$ cat src/include/rrf_defines.svh
// Recovery register file global sizes
// Address, data and codeword widths, bank depth and the ECC switch
// shared by the package and every RTL block

`ifndef RRF_DEFINES_SVH
`define RRF_DEFINES_SVH

// Register address, bit 5 picks the FP bank
`define RRF_ADDR_WIDTH 6

// Architectural data word
`define RRF_DATA_WIDTH 32

// SECDED codeword, data plus check bits
`define RRF_CODE_WIDTH 39
`define RRF_CHECK_WIDTH 7

// Words per bank, integer and FP alike
`define RRF_NUM_WORDS 32

// 1 keeps codewords in storage, 0 keeps plain data
`define RRF_ECC_ENABLE 1

// Width of one stored word, follows the ECC switch
`define RRF_STORE_WIDTH ((`RRF_ECC_ENABLE) ? `RRF_CODE_WIDTH : `RRF_DATA_WIDTH)

`endif

$ cat src/logic/rrf_pkg.sv
// Recovery register file types
// Port structs, the codeword union and the SECDED column matrix

`include "rrf_defines.svh"

package rrf_pkg;

  // Write-back port from the core
  typedef struct packed {
    logic                       we;
    logic [`RRF_ADDR_WIDTH-1:0] addr;
    logic [`RRF_DATA_WIDTH-1:0] data;
  } rf_write_t;

  // Decoded read result with ECC status
  typedef struct packed {
    logic [`RRF_DATA_WIDTH-1:0] data;
    logic                       corrected;
    logic                       uncorrectable;
  } rf_rdata_t;

  // One replayed register towards the core
  typedef struct packed {
    logic                       valid;
    logic [`RRF_ADDR_WIDTH-1:0] addr;
    logic [`RRF_DATA_WIDTH-1:0] data;
  } rf_restore_t;

  // Check bits sit above the data
  typedef struct packed {
    logic [`RRF_CHECK_WIDTH-1:0] check;
    logic [`RRF_DATA_WIDTH-1:0]  data;
  } ecc_fields_t;

  // Codeword seen as raw storage bits or as its fields
  typedef union packed {
    logic [`RRF_CODE_WIDTH-1:0] raw;
    ecc_fields_t                fields;
  } ecc_word_u;

  // H matrix, one check column per data bit
  typedef logic [`RRF_DATA_WIDTH-1:0][`RRF_CHECK_WIDTH-1:0] ecc_cols_t;

  // Hsiao columns: the first 32 weight-3 patterns in ascending order
  // Check bits themselves form the weight-1 identity part
  function automatic ecc_cols_t ecc_h_matrix();
    ecc_cols_t   cols;
    int unsigned n;
    cols = '0;
    n    = 0;
    for (int unsigned v = 0; v < (1 << `RRF_CHECK_WIDTH); v++) begin
      if (($countones(v) == 3) && (n < `RRF_DATA_WIDTH)) begin
        cols[n] = `RRF_CHECK_WIDTH'(v);
        n++;
      end
    end
    return cols;
  endfunction

endpackage

$ cat src/logic/recovery_seq.sv
// Recovery sequencer
// On a start pulse walks registers 1 to 63, one per cycle, and hands
// each corrected shadow word to the core as a restore write
// Done pulses once after the last register

`timescale 1ns/100ps
`include "rrf_defines.svh"

module recovery_seq import rrf_pkg::*; (
  input  logic                       clk_i,
  input  logic                       rst_ni,
  input  logic                       recovery_start_i,
  // Internal read port into the shadow file
  output logic [`RRF_ADDR_WIDTH-1:0] raddr_o,
  input  rf_rdata_t                  rdata_i,
  // Replay towards the core
  output rf_restore_t                restore_o,
  output logic                       busy_o,
  output logic                       done_o
);

  typedef enum logic {
    SeqIdle,
    SeqWalk
  } seq_state_e;

  seq_state_e                 state_q;
  seq_state_e                 state_d;
  logic [`RRF_ADDR_WIDTH-1:0] addr_q;
  logic [`RRF_ADDR_WIDTH-1:0] addr_d;
  logic                       done_q;
  logic                       done_d;
  logic                       last_addr;

  // Register 63, the final FP register
  assign last_addr = (addr_q == {`RRF_ADDR_WIDTH{1'b1}});

  // ------------------------------------------------
  // Next state
  // ------------------------------------------------

  always_comb begin
    state_d = state_q;
    addr_d  = addr_q;
    done_d  = 1'b0;
    case (state_q)
      SeqIdle: begin
        // Integer R0 is zero by definition, start at 1
        if (recovery_start_i) begin
          state_d = SeqWalk;
          addr_d  = `RRF_ADDR_WIDTH'(1);
        end
      end
      SeqWalk: begin
        // Start pulses are ignored while walking
        if (last_addr) begin
          state_d = SeqIdle;
          addr_d  = '0;
          done_d  = 1'b1;
        end else begin
          addr_d = addr_q + `RRF_ADDR_WIDTH'(1);
        end
      end
      default: begin
        state_d = SeqIdle;
        addr_d  = '0;
      end
    endcase
  end

  // ------------------------------------------------
  // State registers
  // ------------------------------------------------

  always_ff @(posedge clk_i or negedge rst_ni) begin
    if (!rst_ni) begin
      state_q <= SeqIdle;
      addr_q  <= '0;
      done_q  <= 1'b0;
    end else begin
      state_q <= state_d;
      addr_q  <= addr_d;
      done_q  <= done_d;
    end
  end

  // ------------------------------------------------
  // Outputs
  // ------------------------------------------------

  assign busy_o  = (state_q == SeqWalk);
  assign done_o  = done_q;
  assign raddr_o = addr_q;

  // Read is combinational, so data belongs to this cycle's address
  assign restore_o = '{valid: busy_o, addr: addr_q, data: rdata_i.data};

endmodule

$ cat config.mk
export PLATFORM = sky130hd
export DESIGN_NAME = recovery_seq
export DESIGN_NICKNAME = d
export VERILOG_FILES = /design/src/logic/rrf_pkg.sv /design/src/logic/recovery_seq.sv
export VERILOG_INCLUDE_DIRS = /design/src /design/src/include
export SDC_FILE = /design/constraint.sdc
export NUM_CORES = 1
export LEC_CHECK = 0
export ABC_AREA = 1
export CAP_MARGIN = 10
export CORE_MARGIN = 2
export CORE_UTILIZATION = 35
export DETAILED_ROUTE_END_ITERATION = 6
export DONT_BUFFER_PORTS = 1
export PLACE_DENSITY = 0.49
export SLEW_MARGIN = 15
export SYNTH_ARGS = -nofsm -noshare
export SYNTH_HDL_FRONTEND = slang
export SYNTH_SLANG_ARGS = --single-unit
$ cat constraint.sdc
create_clock -name clk_i -period 1.9 [get_ports clk_i]
set_input_delay 0.095 -clock clk_i [delete_from_list [all_inputs] [get_ports clk_i]]
set_output_delay 0.095 -clock clk_i [all_outputs]
set_load 0.05 [all_outputs]
==> impl_metrics.yaml, run 1 <==
power:
  power_leakage_nw: 0.242
  power-per-cell-area_nw_per_um2: 2650
  peakVddDrop_mv: 0.711
worst_setup_path:
  crit_cells: 6
  slowest_stage: "sky130_fd_sc_hd__dfrtp_1"
  crit_path_start_kind: "register"
  critPathArrivalTime_ps: 1290
  worst_r2r_path_depth: 6
  timing.critical_path.fanout_max: 5
  criticalPathCategory: "register to register"
  worstPathRequired_ps: 2020
  path_buf_inv: 1
  crit_path_cell_trace: "ha_1 -> nand3_2 -> nor2_2 -> nand2_1 -> inv_2 -> nor2_1"
  critPathMaxStageDelay_ps: 420
  worstSetupEndpointType: "register"
  timing.critical_path.max_delay_family: "flip-flops"
  rrSetupSlack_ps: 730
floorplanning:
  die_h_um: 48.0
  floorplan.die_area_um2: 2310
  die_width_um: 48.0
  top_level_ports: 84
  num_rows: 15
  initial_utilization_pct: 38.0
  core_um2: 1780
logic_synthesis:
  synth_sequential_area_ratio_pct: 29.5
  post_synth_most_frequent_cells: "sky130_fd_sc_hd__buf_4, sky130_fd_sc_hd__nand2_1, sky130_fd_sc_hd__dfrtp_1"
  synth_async_sr_flop_share_pct: 100
  yosys-top-cells-area: "sky130_fd_sc_hd__buf_4, sky130_fd_sc_hd__dfrtp_1, sky130_fd_sc_hd__nand2_1"
  ys_ff_latch: 8
  syn-num-nets: 122
  synth-edff-count: 0
  netlist_area_um2: 678
  post-synth-top-area-cell: "sky130_fd_sc_hd__buf_4"
  synth_top_area_share_pct: 43.2
  synth.most_common_cell: "sky130_fd_sc_hd__buf_4"
  synth_flop_cell: "sky130_fd_sc_hd__dfrtp_1"
  yosys_warnings: 0
  mean_cell_area_of_the_mapped_netlist_um2: 8.07
  syn-instance-count: 84
  synth.distinct_cells: 15
routing:
  route.vias.total: 356
  drt_first_iter_violations: 7
  aggregate_routed_wire_length_um: 901
  route.antenna.remaining_nets: 0
  avgViaCountPerCell: 4.40
  drc: 0
  wl_per_cell_um: 11.1
  drt_first_pass_iters: 3
layout:
  ff_latch_area_um2: 200
  drive_above_1_share_pct: 26.8
  finish.cell_count_without_fillers: 81
  layout.nets: 96
  multi_input_area_um2: 170
  antennaDiodeCount: 0
  area_growth_pct: -26.0
  post-route-util_pct: 28.1
  fillCellCount: 197
clock_network:
  cts_sinks: 8
  cts_buffers: 3
  clock_tree_from_tritoncts: "done"
  clock_latency_ps: 250
  cts-htree-levels: 1
  clk_root_buf: "sky130_fd_sc_hd__clkbuf_4"
  path_clk_slew_ps: 60
  cts.path.max_buffers: 2
  post_cts.repair.setup_buffers: 0
sta:
  final_max_slew_viol_count: 0
  max_slew.worst_pin.slew_ps: 440
  final.min_clock_period_ps: 1170
  post-route-worst-setup-slack_ps: 728
  timing.fmax_mhz: 853
  count_of_endpoints_failing_setup_in_the_final_report: 0
  final.period_utilization_pct: 61.7
  unrepaired_setup_endpoints_after_global_routing: "false"
  fin_tns_setup_ps: 0
  timing.slew.headroom_pct: 70.7
  worst_clock_skew_ps: 8.65
  fin_hold_ws_ps: 38.6
  timing.final.hold_violations: 0
grt:
  antenna_found_initial: 0
  remaining_global_route_overflow: 0
  grt_first_pass_wirelength_um: 1310
  track_usage_pct: 8.64
  grt_start_max_net_pins: 9
  vias_in_the_first_global_route: 313
placement:
  io_buffer_count: 0
  dpl_worst_slack_ps: 728
  routabilityCongestion: 0.819
  post-place-cells: 77
  dpl_hpwl_um: 676
min_path:
  min_delay_path_depth: 3
  holdCritPathClass: "primary input to register"
job:
  maxCapViolations: 0
outcome:
  outcome: "completed"
-- final timing paths --
path,from,endpoint
min in group asynchronous,rst_ni,raddr_o[2]
worst min-delay path,recovery_start_i,raddr_o[4]
worst max register to register,raddr_o[0],busy_o
worst min register to register,raddr_o[5],raddr_o[5]
max in group asynchronous,rst_ni,done_o
worst max-delay path,raddr_o[0],busy_o
-- power breakdown --
group / leakage, nW / internal [mW] / switching (mW)
Sequential: 0.0931 / 0.246 / 0.0983
Combinational: 0.135 / 0.196 / 0.665
Clock: 0.0138 / 0.0720 / 0.0543
Total: 0.242 / 0.514 / 0.818
-- through the flow --
stage | cell area (um^2) | total power [mW]
after CTS | 502 | 1.35
after floorplan | 678 | 1.32
final | 502 | 1.33
after global routing | 502 | 1.42
after global placement | 469 | 1.21
after detailed placement | 469 | 1.21
-- cells in the final DEF, fill, tap and decap left out --
| master | count |
|---|---|
| sky130_fd_sc_hd__nand3_1 | 1 |
| sky130_fd_sc_hd__o21ai_0 | 3 |
| sky130_fd_sc_hd__buf_4 | 7 |
| sky130_fd_sc_hd__ha_1 | 1 |
| sky130_fd_sc_hd__inv_2 | 1 |
| sky130_fd_sc_hd__xnor2_1 | 1 |
| sky130_fd_sc_hd__nand2_1 | 16 |
| sky130_fd_sc_hd__nor2_1 | 4 |
| sky130_fd_sc_hd__nor2_2 | 2 |
| sky130_fd_sc_hd__dlygate4sd3_1 | 1 |
| sky130_fd_sc_hd__nand3_2 | 2 |
| sky130_fd_sc_hd__a22o_1 | 1 |
| sky130_fd_sc_hd__dfrtp_1 | 8 |
| sky130_fd_sc_hd__o21ai_1 | 1 |
| sky130_fd_sc_hd__clkbuf_4 | 3 |
| sky130_fd_sc_hd__inv_1 | 3 |
| sky130_fd_sc_hd__o21bai_1 | 1 |
-- worst min-delay path, stage by stage --
cell and delay [ps]:
sky130_fd_sc_hd__nor2_2 50, sky130_fd_sc_hd__nand2_1 60, sky130_fd_sc_hd__o21ai_1 50
-- layout make-up --
type,instances,area share (%)
clock buffers,3,4.49
inverters,4,2.99
multi-input cells,33,33.9
flip-flops and latches,8,39.9
well taps,25,6.23
repair buffers,8,12.5
-- metal layers --
layer / wire [um] / global-route usage [%] / up-vias
li1: - / - / 169
met1: 347 / 7.90 / 156
met2: 403 / 11.7 / 21
met3: 125 / 6.79 / 10
met4: 25 / 8.65 / 0
met5: 0 / 0 / -
-- cells by family after synthesis --
logic type                 share of synthesized area (%)
buffers and inverters                               45.4
and+or+nand+nor                                     16.6
xor gates and xnor gates                            1.29
AOI/OAI and AO/OA                                   5.35
DFF                                                 29.5
adders and majority gates                           1.84
-- sequential cells by signal, indices dropped and copies added, names as in the netlist --
name,flops
raddr_o,6
done_o,1
busy_o,1
-- timing repair --
item                                   CTS  global route
endpoints found under the hold margin    8             0
resized for setup                        0             0
hold buffers                             1             0
(Power assumes the default switching activity.)
==> run 2: changes to the inputs <==
==> constraint.sdc (replaced) <==
create_clock -name clk_i -period 1.2 [get_ports clk_i]
set_input_delay 0.06 -clock clk_i [delete_from_list [all_inputs] [get_ports clk_i]]
set_output_delay 0.06 -clock clk_i [all_outputs]
set_load 0.05 [all_outputs]
==> impl_metrics.yaml, run 2 (synthesized netlist as in run 1, its figures left out) <==
outcome:
  outcome: "completed"
placement:
  post_dp_cell_area_um2: 510
  dpl_worst_slack_ps: 130
  routabilityCongestion: 0.765
  dpl_hpwl_um: 763
  io_buffer_count: 0
grt:
  vias_in_the_first_global_route: 382
  remaining_global_route_overflow: 0
  grt_start_max_net_pins: 9
  antenna_found_initial: 0
  grt_first_pass_wirelength_um: 1560
  track_usage_pct: 10.9
clock_network:
  clock_tree_from_tritoncts: "done"
  cts_resized: 0
  cts.path.max_buffers: 2
  clk_root_buf: "sky130_fd_sc_hd__clkbuf_4"
  cts_buffers: 3
  cts_sinks: 8
  clock_latency_ps: 260
  cts-htree-levels: 1
  path_clk_slew_ps: 60
  post_cts.repair.setup_buffers: 0
routing:
  drc: 0
  avgViaCountPerCell: 4.40
  aggregate_routed_wire_length_um: 1030
  drt_first_iter_violations: 1
  route.vias.total: 374
  wl_per_cell_um: 12.2
  drt_first_pass_iters: 2
  route.antenna.remaining_nets: 0
sta:
  final_max_slew_viol_count: 0
  max_slew.worst_pin.slew_ps: 438
  timing.slew.headroom_pct: 70.8
  fin_hold_ws_ps: 68.7
  post-route-worst-setup-slack_ps: 100
  worst_clock_skew_ps: 5.56
  timing.fmax_mhz: 909
  count_of_endpoints_failing_setup_in_the_final_report: 0
  final.min_clock_period_ps: 1100
  final.period_utilization_pct: 91.6
  unrepaired_setup_endpoints_after_global_routing: "false"
  timing.final.hold_violations: 0
floorplanning:
  initial_utilization_pct: 38.0
  floorplan.die_area_um2: 2310
  core_um2: 1780
  die_width_um: 48.0
  top_level_ports: 84
  die_h_um: 48.0
  num_rows: 15
layout:
  area_growth_pct: -19.4
  largest_reg_flops: 6
  antennaDiodeCount: 0
  layout_commonest_cell: "sky130_fd_sc_hd__nand2_1"
  post-route-util_pct: 30.7
  layout.nets: 99
  design_area_um2: 547
  drive_above_1_share_pct: 40.0
  commonest_cells_after_routing_fill_and_taps_aside: "sky130_fd_sc_hd__nand2_1, sky130_fd_sc_hd__buf_4, sky130_fd_sc_hd__dfrtp_2"
job:
  maxCapViolations: 0
worst_setup_path:
  critPathMaxStageDelay_ps: 440
  slowest_stage: "sky130_fd_sc_hd__dfrtp_1"
  path_buf_inv: 1
  critPathArrivalTime_ps: 1040
  worstPathRequired_ps: 1140
  worstSetupEndpointType: "output pin"
  criticalPathCategory: "register to output pin"
  crit_path_start_kind: "register"
  crit_path_cell_trace: "buf_4"
  timing.critical_path.max_delay_family: "flip-flops"
  timing.critical_path.fanout_max: 6
power:
  peakVddDrop_mv: 1.10
  total_power_mw: 2.24
  power_leakage_nw: 0.254
  power-per-cell-area_nw_per_um2: 4100
min_path:
  holdCritPathClass: "primary input to register"
run 2: changes by cell type in the layout (fill, tap and decap cells not counted), sizes merged:
cell | before | now
clkbuf | 3 | 4
buf | 7 | 10
run 2: path summary, 6_finish.rpt:
check / startpoint / to / slack (ps) / cells past startpoint
min in group asynchronous: rst_ni / busy_o / 150 / 1
min: recovery_start_i / busy_o / 70 / 3
min reg2reg: raddr_o[5] / raddr_o[5] / 550 / 2
max in group asynchronous: rst_ni / raddr_o[3] / 750 / 1
max reg2reg: raddr_o[1] / raddr_o[5] / 120 / 6
max: busy_o / busy_o / 100 / 1
run 2: layout make-up:
cell class	instances	area (um^2)
clock buffer	4	26.3
multi-input combinational	33	183
sequential	8	206
tap	25	31.3
inverter	4	15.0
timing repair buffer	11	85.1
fill	194	1240
run 2: metrics by stage:
step | std cells | TNS [ps]
2_1_floorplan | 84 | -89.8
3_3_place_gp | 80 | 0
3_5_place_dp | 80 | 0
4_1_cts | 85 | 0
5_1_grt | 85 | 0
6_report | 85 | 0
run 2: metal layers:
metal	global-route usage, %	routed length [um]	vias to the layer above
li1	-	-	175
met1	9.28	372	153
met2	13.9	428	32
met3	7.92	133	14
met4	15.1	98	0
met5	0	0	-
run 2: timing repair:
action | 4_1_cts | 5_1_grt
hold buffers | 1 | 0
endpoints found under the hold margin | 8 | 0
endpoints found under the setup margin | 0 | 0
run 2: report_power, final:
part           internal, mW  leakage [nW]  switching (mW)
Sequential            0.406        0.0881           0.187
Combinational         0.365         0.150            1.05
Clock                 0.128        0.0150           0.104
Total                 0.900         0.254            1.34
